`config.mk`:
```
export PLATFORM = sky130hd
export DESIGN_NAME = tbird_lights
export DESIGN_NICKNAME = d
export VERILOG_FILES = /design/src/source/tbird_pkg.sv /design/src/source/blink_timer.sv /design/src/source/turn_sequencer.sv /design/src/source/side_display.sv /design/src/source/tbird_lights.sv
export SDC_FILE = /design/constraint.sdc
export NUM_CORES = 1
export LEC_CHECK = 0
export BUFFER_PORTS_ARGS = -buffer_cell sky130_fd_sc_hd__buf_2
export CORE_ASPECT_RATIO = 0.6
export CORE_MARGIN = 1.5
export CORE_UTILIZATION = 50
export DETAILED_ROUTE_END_ITERATION = 12
export HOLD_SLACK_MARGIN = 0.08
export PLACE_DENSITY = 0.75
export SLEW_MARGIN = 20
export SYNTH_ARGS = -nofsm -noshare
export SYNTH_HDL_FRONTEND = slang
export SYNTH_SLANG_ARGS = --single-unit
```
`constraint.sdc`:
```
create_clock -name clock -period 3.89 [get_ports clock]
set_input_delay 0.5835 -clock clock [delete_from_list [all_inputs] [get_ports clock]]
set_output_delay 0.5835 -clock clock [all_outputs]
set_load 0.05 [all_outputs]
```
`src/source/tbird_pkg.sv`:
```
package tbird_pkg;

    // Display geometry, per side
    parameter int digits = 3;                    // Digits per side
    parameter int segments = 6;                  // Segments used in each digit
    parameter int sweep_steps = digits * segments;  // Steps in one turn sweep

    // Sweep position 0 to sweep_steps-1
    typedef logic [4:0] step_t;

    // Controller mode
    typedef enum logic [1:0] {
        rest       = 2'd0,                       // All dark, waiting for a button
        right_turn = 2'd1,                       // Sweeping the right side
        left_turn  = 2'd2,                       // Sweeping the left side
        hazard     = 2'd3                        // Both sides fully lit for one step
    } mode_t;

    // Selects which side a display block drives
    typedef enum logic {
        right_side = 1'b0,
        left_side  = 1'b1
    } side_t;

    // Bit k is the lamp of digit k, 1 is lit
    typedef logic [digits-1:0] lamp_bar_t;

    // One digit, one bit per segment
    typedef logic [segments-1:0] digit_segments_t;

    // All digits of one side, active low (0 is lit)
    typedef digit_segments_t [digits-1:0] side_segments_t;

endpackage

```
`src/source/blink_timer.sv`:
```
`timescale 1ns/10ps

module blink_timer #(
    parameter int TICK_DIVIDE = 25000000         // Clock cycles per step
) (
    input  logic clock,
    input  logic reset,                          // Synchronous, active low
    output logic step_tick                       // One cycle pulse per step
);

    // A divide of 1 would give a zero width counter
    localparam int count_width = (TICK_DIVIDE > 1) ? $clog2(TICK_DIVIDE) : 1;
    localparam logic [count_width-1:0] count_last = count_width'(TICK_DIVIDE - 1);

    logic [count_width-1:0] count;

    always_ff @(posedge clock) begin
        if (!reset) begin
            count <= '0;
        end else if (count == count_last) begin
            count <= '0;                         // Wrap, start next step
        end else begin
            count <= count + 1'b1;
        end
    end

    // Pulse on the last count of each period; count is cleared in reset,
    // so the first pulse lands TICK_DIVIDE cycles after release
    assign step_tick = (count == count_last);

endmodule

```
`src/source/turn_sequencer.sv`:
```
`timescale 1ns/10ps

module turn_sequencer (
    input  logic              clock,
    input  logic              reset,             // Synchronous, active low
    input  logic              step_tick,         // Advance enable from the blink timer
    input  logic              right_button,      // Active low
    input  logic              left_button,       // Active low
    input  logic              hazard_button,     // Active low
    output tbird_pkg::mode_t  mode,
    output tbird_pkg::step_t  step
);

    localparam tbird_pkg::step_t last_step = tbird_pkg::step_t'(tbird_pkg::sweep_steps - 1);

    tbird_pkg::mode_t mode_q;
    tbird_pkg::mode_t mode_next;
    tbird_pkg::step_t step_q;
    tbird_pkg::step_t step_next;

    // Next mode and step, applied only on a tick
    always_comb begin
        mode_next = mode_q;
        step_next = step_q;

        case (mode_q)
            tbird_pkg::rest: begin
                step_next = '0;
                if (!right_button) begin
                    mode_next = tbird_pkg::right_turn;   // Right wins over left
                end else if (!left_button) begin
                    mode_next = tbird_pkg::left_turn;    // Left wins over hazard
                end else if (!hazard_button) begin
                    mode_next = tbird_pkg::hazard;
                end else begin
                    mode_next = tbird_pkg::rest;
                end
            end

            tbird_pkg::right_turn,
            tbird_pkg::left_turn: begin
                if (!hazard_button) begin
                    mode_next = tbird_pkg::hazard;       // Hazard cuts the sweep short
                    step_next = '0;
                end else if (step_q == last_step) begin
                    mode_next = tbird_pkg::rest;         // Sweep done
                    step_next = '0;
                end else begin
                    step_next = step_q + 1'b1;
                end
            end

            tbird_pkg::hazard: begin
                // One lit step, then dark again; held button makes it blink
                mode_next = tbird_pkg::rest;
                step_next = '0;
            end

            default: begin
                mode_next = tbird_pkg::rest;
                step_next = '0;
            end
        endcase
    end

    always_ff @(posedge clock) begin
        if (!reset) begin
            mode_q <= tbird_pkg::rest;
            step_q <= '0;
        end else if (step_tick) begin
            mode_q <= mode_next;
            step_q <= step_next;
        end
    end

    assign mode = mode_q;
    assign step = step_q;

endmodule

```
`src/source/side_display.sv`:
```
`timescale 1ns/10ps

module side_display #(
    parameter tbird_pkg::side_t SIDE = tbird_pkg::right_side    // Side this block drives
) (
    input  tbird_pkg::mode_t          mode,
    input  tbird_pkg::step_t          step,
    output tbird_pkg::lamp_bar_t      lamps,     // Active high
    output tbird_pkg::side_segments_t segments   // Active low
);

    localparam tbird_pkg::mode_t own_turn =
        (SIDE == tbird_pkg::right_side) ? tbird_pkg::right_turn : tbird_pkg::left_turn;

    logic hazard_on;
    logic sweeping;

    assign hazard_on = (mode == tbird_pkg::hazard);
    assign sweeping  = (mode == own_turn);       // Only the matching turn sweeps here

    // Thermometer fill, digit by digit then segment by segment
    always_comb begin
        int first_step;

        first_step = 0;
        lamps = '0;
        segments = '1;                           // Dark by default

        for (int k = 0; k < tbird_pkg::digits; k++) begin
            first_step = k * tbird_pkg::segments;
            lamps[k] = hazard_on || (sweeping && (int'(step) >= first_step));

            for (int s = 0; s < tbird_pkg::segments; s++) begin
                segments[k][s] = !(hazard_on ||
                                   (sweeping && (int'(step) >= first_step + s)));
            end
        end
    end

endmodule

```
`src/source/tbird_lights.sv`:
```
`timescale 1ns/10ps

module tbird_lights #(
    parameter int TICK_DIVIDE = 25000000         // Clock cycles per step
) (
    input  logic                      clock,
    input  logic                      reset,     // Synchronous, active low
    input  logic                      right_button,
    input  logic                      left_button,
    input  logic                      hazard_button,
    output tbird_pkg::lamp_bar_t      right_lamps,
    output tbird_pkg::side_segments_t right_segments,
    output tbird_pkg::lamp_bar_t      left_lamps,
    output tbird_pkg::side_segments_t left_segments
);

    logic             step_tick;
    tbird_pkg::mode_t mode;
    tbird_pkg::step_t step;

    blink_timer #(
        .TICK_DIVIDE (TICK_DIVIDE)
    ) blink_timer0 (
        .clock     (clock),
        .reset     (reset),
        .step_tick (step_tick)
    );

    turn_sequencer turn_sequencer0 (
        .clock         (clock),
        .reset         (reset),
        .step_tick     (step_tick),
        .right_button  (right_button),
        .left_button   (left_button),
        .hazard_button (hazard_button),
        .mode          (mode),
        .step          (step)
    );

    // Same decoder on both sides, only the side differs
    side_display #(
        .SIDE (tbird_pkg::right_side)
    ) right_display (
        .mode     (mode),
        .step     (step),
        .lamps    (right_lamps),
        .segments (right_segments)
    );

    side_display #(
        .SIDE (tbird_pkg::left_side)
    ) left_display (
        .mode     (mode),
        .step     (step),
        .lamps    (left_lamps),
        .segments (left_segments)
    );

endmodule

```
* After elaboration in Yosys (flattened, before gate mapping)
Cells that the tools add are included.
** Storage, ports and cells
- Input bits :: 5
- Logic and storage cells :: 149
- Register bits after elaboration :: 32
** Operators by class
- Reduce and logical (&&, ||, !) cells :: 111
- Bitwise logic cells :: 1
- Add/sub/neg operators :: 2
- Muxes and demuxes :: 9
- $lt $le $gt $ge :: 17
- Equality and inequality tests :: 6
** Operator list (count)
- $ge 5x4->1 const B :: 8
- $logic_not 1->1 :: 36
- $logic_or 1x1->1 :: 36
- $logic_and 1x1->1 :: 34
- $add 25x1->25 const B :: 1
- $eq 25x25->1 const B :: 1
- $ge 5x3->1 const B :: 4
- $ge 5x2->1 const B :: 2
- $ge 5x5->1 const B :: 2
- $mux 2 :: 5
- $mux 5 :: 2
- $pmux 5 s2 :: 1
- $pmux 2 s3 :: 1
- $reduce_or 2->1 :: 3
- $add 5x1->5 const B :: 1
- $eq 5x5->1 const B :: 1
- $ge 5x1->1 const B :: 1
- $eq 2x2->1 const B :: 2
- $ne 3x2->1 const B :: 1
- $eq 2x1->1 const B :: 1
- $logic_not 2->1 :: 1
- $reduce_and 2->1 :: 1
- $not 1->1 :: 1

* Logic depth before layout (Yosys ltp)
Gate-level depths: netlist of run 1.
- Depth after elaboration :: 4
- Gate-level depth with buffers :: 7
- Gate-level depth less buffers :: 6

* By module
Synthesis of run 1 repeated with hierarchy kept, for this count alone.
** Second synthesis, totals
- Cells, all modules :: 272
- Area, all modules :: 2158.3 µm²
** Modules (own cells, without submodules)
- blink_timer :: cells each 139, seq. area each 500.5 µm², instances 1, area each 1237.4 µm²
- turn_sequencer :: cells each 55, seq. area each 140.1 µm², instances 1, area each 465.4 µm²
- side_display :: cells each 39, seq. area each 0.0 µm², instances 2, area each 227.7 µm²

* Worst setup path after synthesis of run 1
No wires, ideal clock.
- Kind :: register -> output
- From :: register turn_sequencer0.mode_q[0], in the netlist turn_sequencer0.mode[0]
- To :: output port left_segments[1] (netlist name)
- Cell stages (with the launch flop) :: 6
- Buffers on the path :: 2
- Data arrival time :: 2097 ps
- Path slack :: 1210 ps
- Path through :: dfxtp_1 ha_1 or2_2 clkbuf_1 buf_1 nand2_1
** RTL lines
- start: declaration :: line turn_sequencer.sv:16 : tbird_pkg::mode_t mode_q;
- start signal: assignment :: line turn_sequencer.sv:68 : mode_q <= tbird_pkg::rest;
- start signal: assignment :: line turn_sequencer.sv:71 : mode_q <= mode_next;
- end: declaration :: line tbird_lights.sv:14 : output tbird_pkg::side_segments_t left_segments

==> flow_summary.json, run 1 <==
{
  "power_density_nw_per_um2": 284,
  "startpoint_type": "flop",
  "cts.hold.buffers_added": 0,
  "critical_path_arrival_ns": 2.40,
  "synth_nets": 293,
  "first_pass_iters": 8,
  "violations": "design-rule violations",
  "maxCapViolations": 0,
  "synthArstFlopShare": 0,
  "diodes": 0,
  "routed_wl_um": 4750,
  "clock_path_buffers": 2,
  "n_fill_cell": 348,
  "dp.cells": 355,
  "hp-class": "flop to flop",
  "power_frac_seq": 0.499,
  "gp_congestion": 0.781,
  "grt_max_degree": 26,
  "placed_cell_area_um2": 2240,
  "cts.repair.resized": 0,
  "power_frac_clock": 0.478,
  "yosysWarnings": 0,
  "p_switching_uw": 141,
  "place_ws_ns": 1.23,
  "port_buffers": 46,
  "rsz0062_at_grt": "no",
  "switching_share": 0.212,
  "status": "finished with violations",
  "vias": 2077,
  "post-cts-setup-buffer-count": 0,
  "max-vdd-ir-drop_v": 0.000195,
  "clk_pin_slew_worst_paths_ns": 0.07,
  "overflow": 0,
  "syn_avg_cell_area_um2": 7.28,
  "dr.first_iter.drc_count": 138,
  "core_area_um2": 3790,
  "post-route-drc-count": 5,
  "fin_setup_tns_ns": 0,
  "required_ns": 3.31,
  "dr_wl_met2_um": 1840,
  "met3_wirelength_um": 337,
  "final_area_um2": 2350,
  "grt_first_pass_wirelength_um": 7740,
  "max_freq_ghz": 0.335,
  "yosys_register_bits": 32,
  "top_layer": "met4",
  "final_cells": 363,
  "power_leakage_nw": 0.881,
  "routedWlPerCell_um": 13.1,
  "critical_path_peak_fanout": 6,
  "finalHoldViolations": 0,
  "insertion_delay_ns": 0.30,
  "die_h_um": 52.4,
  "tritoncts": "built",
  "synthToLayoutAreaGrowth_pct": 15.5,
  "clkSinkCount": 32,
  "via_per_inst": 5.72,
  "io_pins": 47,
  "worst_pin_slew_ns": 1.05,
  "yosys.cell_types.count": 39,
  "p_comb_frac": 0.023,
  "synth_edf_count": 0,
  "timing.hold.ws_ns": 0.478,
  "crit_path_end_kind": "primary output",
  "crit_type": "flop to primary output",
  "fin_ws_ns": 0.906,
  "netlist_instances": 279,
  "die_area_um2": 4470,
  "netlist_area_um2": 2030,
  "ant_nets": 0,
  "fin_crit_sh": 0.767,
  "fin_crit_ns": 2.98,
  "fp.dieW_um": 85.3,
  "antenna_found_initial": 0,
  "cts_root_buf": "clkbuf_8",
  "rows": 17,
  "drive_gt1_frac": 0.199,
  "start_util": 0.537,
  "finClkSkew_ns": 0.00779,
  "drt-met1-wl_um": 2520,
  "slew-limit-headroom": 0.298,
  "power.internal_uw": 526,
  "grtUsageTotal": 0.222,
  "cts_buffers": 5,
  "dp_hpwl_um": 3460,
  "nets": 329,
  "yosysSeqAreaShare": 0.315,
  "final_max_slew_viol_count": 0,
  "htreeDepth": 2,
  "grt_pass1_vias": 1702,
  "synth_ff_type": "dfxtp_1",
  "setup_viol": 0
}
registers in the layout, summed over array words and instances (netlist names):
signal and flops:
blink_timer0.count 25, turn_sequencer0.mode 2, turn_sequencer0.step 5
worst max-delay path, cell delays in order (launching register included):
cell     delay (ns)
dfxtp_1        0.35
ha_1           0.26
or3_1          0.41
or3_1          0.38
a311o_1        0.37
nand2_1        0.07
buf_2          0.26
metal layers:
metal | GRT usage | up-vias
met1 | 0.323 | 953
met2 | 0.319 | 61
met5 | 0 | -
met4 | 0.0565 | 0
met3 | 0.0646 | 6
li1 | - | 1057
power groups by stage:
stage / Clock [mW] / Sequential [mW] / Combinational (mW)
floorplan: 0 / 0.340 / 0.0106
global placement: 0 / 0.340 / 0.0148
detailed placement: 0 / 0.340 / 0.0152
CTS: 0.323 / 0.333 / 0.0152
global route: 0.343 / 0.333 / 0.0175
finish: 0.319 / 0.333 / 0.0152
through the flow:
step / power [mW] / utilization
finish: 0.667 / 0.620
floorplan: 0.350 / -
global placement: 0.355 / 0.591
CTS: 0.671 / 0.620
global route: 0.694 / 0.620
detailed placement: 0.356 / 0.591
logic make-up after synthesis:
| group | after synthesis | synth area share |
|---|---|---|
| AO/OA/AOI/OAI | 54 | 0.154 |
| XOR/XNOR | 9 | 0.0388 |
| adder cells (fa/ha/maj) | 9 | 0.0554 |
| buffers and inverters | 37 | 0.0776 |
| flip-flops | 32 | 0.315 |
| multiplexers | 2 | 0.00985 |
| AND/OR/NAND/NOR | 136 | 0.349 |
area by class of cell:
cell class | count | area [um^2] | share of cell area
multi-input combinational | 210 | 1230 | 0.526
sequential | 32 | 641 | 0.273
timing repair buffer | 46 | 230 | 0.0981
inverter | 20 | 75.1 | 0.0320
clock buffer | 6 | 72.6 | 0.0309
tap | 47 | 58.8 | 0.0251
clock inverter | 2 | 35.0 | 0.0149
cell usage in the layout (no fill, tap or decap), types with 3 or more instances in the layout:
cell type,Yosys,layout
or4_4,3,3
o21ai_0,17,17
nor2_1,18,18
nand3_1,10,10
nand4_1,6,6
or4_1,8,8
xnor2_1,7,7
nor4_1,4,4
o31ai_1,7,7
or2_2,5,5
buf_2,3,46
nor3_1,10,10
ha_1,9,9
or3_1,13,13
a21oi_1,20,20
nand2_1,48,48
and4_1,3,3
inv_1,20,20
clkbuf_8,0,5
dfxtp_1,32,32
path summary, 6_finish.rpt:
check             cells past startpoint                            startpoint  slack [ns]                           endpoint
setup / recovery                      6  turn_sequencer0.mode[0]$_SDFFE_PN0P_        0.91                   left_segments[1]
hold / removal                        1      blink_timer0.count[0]$_SDFF_PP0_        0.48   blink_timer0.count[0]$_SDFF_PP0_
setup reg to reg                      5      blink_timer0.count[0]$_SDFF_PP0_        1.36  blink_timer0.count[21]$_SDFF_PP0_
hold reg to reg                       1      blink_timer0.count[0]$_SDFF_PP0_        0.48   blink_timer0.count[0]$_SDFF_PP0_
synthesized netlist by cell type, types with 7 or more instances:
cell       n  area, um^2
nor3_1    10        50.1
xnor2_1    7        61.3
ha_1       9         113
nor2_1    18        67.6
inv_1     20        75.1
a21oi_1   20         100
nand2_1   48         180
or3_1     13        81.3
nand3_1   10        50.1
clkbuf_1  10        37.5
dfxtp_1   32         641
o31ai_1    7        52.6
o21ai_0   17        85.1
or4_1      8        60.1
Power figures use the tool's default switching activity.
==> run 2, diff against run 1 <==
--- a/config.mk
+++ b/config.mk
@@ -5,13 +5,14 @@
 export SDC_FILE = /design/constraint.sdc
 export NUM_CORES = 1
 export LEC_CHECK = 0
+export ABC_AREA = 1
 export BUFFER_PORTS_ARGS = -buffer_cell sky130_fd_sc_hd__buf_2
 export CORE_ASPECT_RATIO = 0.6
 export CORE_MARGIN = 1.5
 export CORE_UTILIZATION = 50
 export DETAILED_ROUTE_END_ITERATION = 12
 export HOLD_SLACK_MARGIN = 0.08
-export PLACE_DENSITY = 0.75
+export PLACE_DENSITY = 0.74
 export SLEW_MARGIN = 20
 export SYNTH_ARGS = -nofsm -noshare
 export SYNTH_HDL_FRONTEND = slang
==> constraint.sdc (replaced) <==
create_clock -name clock -period 2.9 [get_ports clock]
set_input_delay 0.435 -clock clock [delete_from_list [all_inputs] [get_ports clock]]
set_output_delay 0.435 -clock clock [all_outputs]
set_load 0.05 [all_outputs]
==> flow_summary.json, run 2 <==
{
  "clock_path_buffers": 2,
  "post-cts-setup-buffer-count": 0,
  "ant_nets": 0,
  "finalHoldViolations": 0,
  "syn_avg_cell_area_um2": 6.18,
  "post-route-drc-count": 0,
  "final_max_slew_viol_count": 0,
  "slew-limit-headroom": 0.675,
  "maxCapViolations": 0,
  "crit_chain": "ha_1, inv_1, nand2_1, nor2_1, o311ai_0, nand3_1, buf_2",
  "yosys.area.top_type_share": 0.290,
  "first_pass_iters": 5,
  "final_common_cell": "nand2_1",
  "yosysSeqAreaShare": 0.290,
  "diodes": 0,
  "required_ns": 2.47,
  "startpoint_type": "flop",
  "netlist_area_um2": 2210,
  "insertion_delay_ns": 0.28,
  "grt_first_pass_wirelength_um": 9080,
  "min_to": "blink_timer0.count[0]$_SDFF_PP0_",
  "io_pins": 47,
  "yosys.area.top_type": "dfxtp_1",
  "final_cell_mix": "nand2_1 (105), nor2_1 (64), buf_2 (46), inv_1 (42), dfxtp_1 (32)",
  "crit_type": "flop to primary output",
  "worst_pin_slew_ns": 0.481,
  "status": "completed",
  "vias": 2373,
  "cts_root_buf": "clkbuf_8",
  "hp-class": "flop to flop",
  "synthToLayoutAreaGrowth_pct": 16.4,
  "gp_congestion": 0.941,
  "yosys-top-cells-area": "dfxtp_1 (29%), nand2_1 (18%), nor2_1 (12%)",
  "tritoncts": "built",
  "yosysWarnings": 0,
  "finClkSkew_ns": 0.00163,
  "final_core_utilization": 0.617,
  "critical_path_arrival_ns": 2.20,
  "fin_setup_tns_ns": 0,
  "dr.first_iter.drc_count": 229,
  "setup_viol": 0,
  "max-vdd-ir-drop_v": 0.000222,
  "grtUsageTotal": 0.252,
  "largest-register": "blink_timer0.count",
  "via_per_inst": 5.11,
  "cts.repair.resized": 0,
  "rsz0062_at_grt": "no",
  "start_util": 0.530,
  "drive_gt1_frac": 0.181,
  "htreeDepth": 2,
  "worstHoldStart": "blink_timer0.count[0]$_SDFF_PP0_",
  "largest_register_ffs": 25,
  "routedWlPerCell_um": 11.9,
  "yosysMostFrequentCell": "nand2_1",
  "dp.cells": 456,
  "synth_nets": 371,
  "fin_crit_sh": 0.909,
  "yosys.cell_types.count": 34,
  "antenna_found_initial": 0,
  "holdPathStages": 1,
  "power_leakage_nw": 0.980,
  "grt_max_degree": 27,
  "nets": 417,
  "die_h_um": 54.5,
  "core_area_um2": 4170,
  "clk_pin_slew_worst_paths_ns": 0.06,
  "clkSinkCount": 32,
  "die_area_um2": 4840,
  "reg2reg_from": "blink_timer0.count[0]$_SDFF_PP0_",
  "cts_buffers": 5,
  "grt_pass1_vias": 1934,
  "synth_ff_type": "dfxtp_1",
  "cts.hold.buffers_added": 0,
  "netlist_instances": 357,
  "crit_path_end_kind": "primary output",
  "synth_edf_count": 0,
  "port_buffers": 46,
  "ys_top_cells_by_count": "nand2_1 (105), nor2_1 (68), inv_1 (42), dfxtp_1 (32), nand3_1 (20)",
  "fp.dieW_um": 88.8,
  "rows": 18,
  "overflow": 0,
  "final_cells": 464,
  "max_stage_delay_ns": 0.33,
  "critical_path_peak_fanout": 7,
  "synthArstFlopShare": 0,
  "routed_wl_um": 5530,
  "power_density_nw_per_um2": 318,
  "reg2reg_to": "turn_sequencer0.step[2]$_SDFFE_PN0N_",
  "r2r_slack_ns": 1.23,
  "dp_hpwl_um": 4350,
  "yosys_register_bits": 32,
  "max_freq_ghz": 0.379,
  "reg2reg_depth": 8,
  "fin_crit_ns": 2.64,
  "slowest_stage": "dfxtp_1"
}
-- run 2: cell type report --
class	instances	area, um^2
Tap cell	60	75.1
Sequential cell	32	641
Inverter	44	165
Fill cell	399	1600
Clock buffer	8	90.1
Multi-Input combinational cell	274	1370
Timing Repair Buffer	46	230
-- run 2: power by group --
group          internal (mW)  switching [mW]  leakage (nW)
Sequential             0.443         0.00214         0.258
Clock                  0.193           0.157        0.0455
Combinational        0.00718          0.0145         0.677
-- run 2: how the worst max path moves through the flow --
stage                                                     from                 to  slack [ns]
final                     turn_sequencer0.mode[0]$_SDFFE_PN0P_  left_segments[11]        0.26
after global routing      turn_sequencer0.mode[0]$_SDFFE_PN0P_  left_segments[11]        0.06
after CTS                 turn_sequencer0.mode[0]$_SDFFE_PN0P_  left_segments[11]        0.29
after detailed placement  turn_sequencer0.mode[0]$_SDFFE_PN0P_  left_segments[11]        0.62
after global placement    turn_sequencer0.mode[0]$_SDFFE_PN0P_  left_segments[11]        0.72
after floorplan           turn_sequencer0.mode[0]$_SDFFE_PN0P_  left_segments[12]        0.14
-- run 2: cell families after synthesis --
group,synth area share
flip-flops,0.290
adder cells (fa/ha/maj),0.0510
XOR/XNOR,0.0357
buffers and inverters,0.0947
AND/OR/NAND/NOR,0.448
AO/OA/AOI/OAI,0.0805
-- run 2: per-stage QoR --
stage	hold WS, ns	worst slack [ns]	area [um^2]	power [mW]
3_5_place_dp	0.444	0.618	2480	0.477
4_1_cts	0.453	0.292	2570	0.828
2_1_floorplan	0.418	0.144	2220	0.473
5_1_grt	0.483	0.0641	2570	0.859
3_3_place_gp	0.430	0.718	2480	0.477
6_report	0.448	0.263	2570	0.817
-- run 2: critical path, delay by kind of cell, from the launching register on --
kind,cells,cell delay (ns)
buffers and inverters,2,0.49
AO/OA/AOI/OAI,1,0.25
flip-flops,1,0.33
adder cells (fa/ha/maj),1,0.28
AND/OR/NAND/NOR,3,0.56
-- run 2: metal layers --
metal,global-route usage,vias up,part of all wire
met3,0.0830,15,0.098
met2,0.306,101,0.37
met4,0.0729,0,0.011
met5,0,-,0
li1,-,1210,-
met1,0.397,1047,0.52
==> run 3, diff against run 2 <==
--- a/config.mk
+++ b/config.mk
@@ -8,11 +8,11 @@
 export ABC_AREA = 1
 export BUFFER_PORTS_ARGS = -buffer_cell sky130_fd_sc_hd__buf_2
 export CORE_ASPECT_RATIO = 0.6
-export CORE_MARGIN = 1.5
-export CORE_UTILIZATION = 50
+export CORE_MARGIN = 2
+export CORE_UTILIZATION = 55
 export DETAILED_ROUTE_END_ITERATION = 12
 export HOLD_SLACK_MARGIN = 0.08
-export PLACE_DENSITY = 0.74
+export PLACE_DENSITY = 0.8
 export SLEW_MARGIN = 20
 export SYNTH_ARGS = -nofsm -noshare
 export SYNTH_HDL_FRONTEND = slang
==> flow_summary.json, run 3 (synthesized netlist as in run 2, its figures left out) <==
{
  "p_switching_uw": 175,
  "startpoint": "turn_sequencer0.mode[0]$_SDFFE_PN0P_",
  "place_ws_ns": 0.632,
  "final_common_cell": "nand2_1",
  "via_per_inst": 5.28,
  "routedWlPerCell_um": 12.9,
  "setup_viol": 0,
  "startpoint_type": "flop",
  "start_util": 0.586,
  "seqCellArea_um2": 641,
  "drive_gt1_frac": 0.184,
  "power.internal_uw": 661,
  "tritoncts": "built",
  "multi_input_area_um2": 1370,
  "diodes": 0,
  "grtUsageTotal": 0.270,
  "ant_nets": 0,
  "clk_pin_slew_worst_paths_ns": 0.06,
  "final_area_um2": 2560,
  "cts_root_buf": "clkbuf_8",
  "clkSinkCount": 32,
  "port_buffers": 46,
  "gp_congestion": 1.03,
  "vias": 2376,
  "antenna_found_initial": 0,
  "io_pins": 47,
  "core_area_um2": 3760,
  "reg2reg_from": "blink_timer0.count[0]$_SDFF_PP0_",
  "post-cts-setup-buffer-count": 0,
  "cts_buffers": 5,
  "finClkSkew_ns": 0.00502,
  "r2r_slack_ns": 1.21,
  "dp_hpwl_um": 4600,
  "gr-usage-met3": 0.0811,
  "clock_path_buffers": 2,
  "cts.hold.buffers_added": 0,
  "use_met2": 0.350,
  "finalHoldViolations": 0,
  "maxCapViolations": 0,
  "final_max_slew_viol_count": 0,
  "htreeDepth": 2,
  "power_leakage_nw": 0.985,
  "worstHoldStart": "blink_timer0.count[0]$_SDFF_PP0_",
  "max-vdd-ir-drop_v": 0.000207,
  "grt_max_degree": 27,
  "die_h_um": 53.1,
  "post-route-drc-count": 0,
  "fin_setup_tns_ns": 0,
  "critical_path_arrival_ns": 2.18,
  "fp.dieW_um": 85.8,
  "fin_crit_ns": 2.62,
  "power_frac_seq": 0.532,
  "overflow": 0,
  "crit_path_end_kind": "primary output",
  "power_density_nw_per_um2": 327,
  "insertion_delay_ns": 0.28,
  "routed_wl_um": 5800,
  "largest_register_ffs": 25,
  "rows": 17,
  "die_area_um2": 4550,
  "top_usage_layer": "met1",
  "slew-limit-headroom": 0.680,
  "dr.first_iter.drc_count": 304,
  "max_freq_ghz": 0.382,
  "first_pass_iters": 6,
  "hp-class": "flop to flop",
  "placed_cell_area_um2": 2460,
  "n_fill_cell": 354,
  "rsz0062_at_grt": "no",
  "fin_ws_ns": 0.284,
  "synthToLayoutAreaGrowth_pct": 15.9,
  "fin_crit_sh": 0.902,
  "critical_path_peak_fanout": 7,
  "switching_share": 0.210,
  "worst_pin_slew_ns": 0.474,
  "grt_util_met1": 0.428,
  "required_ns": 2.47,
  "final_cell_mix": "nand2_1 (105), nor2_1 (64), buf_2 (46), inv_1 (42), dfxtp_1 (32)",
  "p_comb_frac": 0.026,
  "grt_first_pass_wirelength_um": 9470,
  "cts.repair.resized": 0,
  "crit_type": "flop to primary output",
  "largest-register": "blink_timer0.count",
  "timing.hold.ws_ns": 0.459,
  "finalPower_uw": 837,
  "grt_pass1_vias": 1925,
  "power_frac_clock": 0.442,
  "status": "completed",
  "nets": 417
}
run 3: cell count changes in the layout (fill, tap and decap cells not counted):
cell | previous run | this run
clkbuf_1 | 2 | 0
clkbuf_8 | 6 | 7
run 3: power groups by stage:
stage,registers [mW],logic [mW],clock network (mW)
finish,0.445,0.0216,0.370
global route,0.445,0.0244,0.403
CTS,0.445,0.0216,0.378
detailed placement,0.455,0.0216,0
global placement,0.455,0.0211,0
floorplan,0.455,0.0181,0
run 3: final timing paths:
path | depth (start not counted) | to
setup / recovery | 7 | left_segments[11]
hold / removal | 1 | blink_timer0.count[0]$_SDFF_PP0_
setup reg to reg | 8 | turn_sequencer0.step[2]$_SDFFE_PN0N_
hold reg to reg | 1 | blink_timer0.count[0]$_SDFF_PP0_
run 3: critical path, cell delays in order, from the launching register on:
cell      delay [ns]
dfxtp_1         0.33
ha_1            0.28
inv_1           0.21
nand2_1         0.16
nor2_1          0.28
o311ai_0        0.25
nand3_1         0.12
buf_2           0.27
run 3: metrics by stage:
step | utilization | std cells
final | 0.680 | 450
after detailed placement | 0.654 | 443
after global routing | 0.680 | 450
after CTS | 0.680 | 450
after global placement | 0.654 | 443
after floorplan | - | 357
run 3: layout make-up:
cell class,instances,area share
Multi-Input combinational cell,274,0.534
Sequential cell,32,0.250
Timing Repair Buffer,46,0.0900
Inverter,44,0.0645
Clock buffer,7,0.0377
Tap cell,47,0.0230
run 3: metal layers:
metal	vias up	share of wire
li1	1206	-
met1	1058	0.51
met2	104	0.38
met3	8	0.11
met4	0	0.0057
met5	-	0
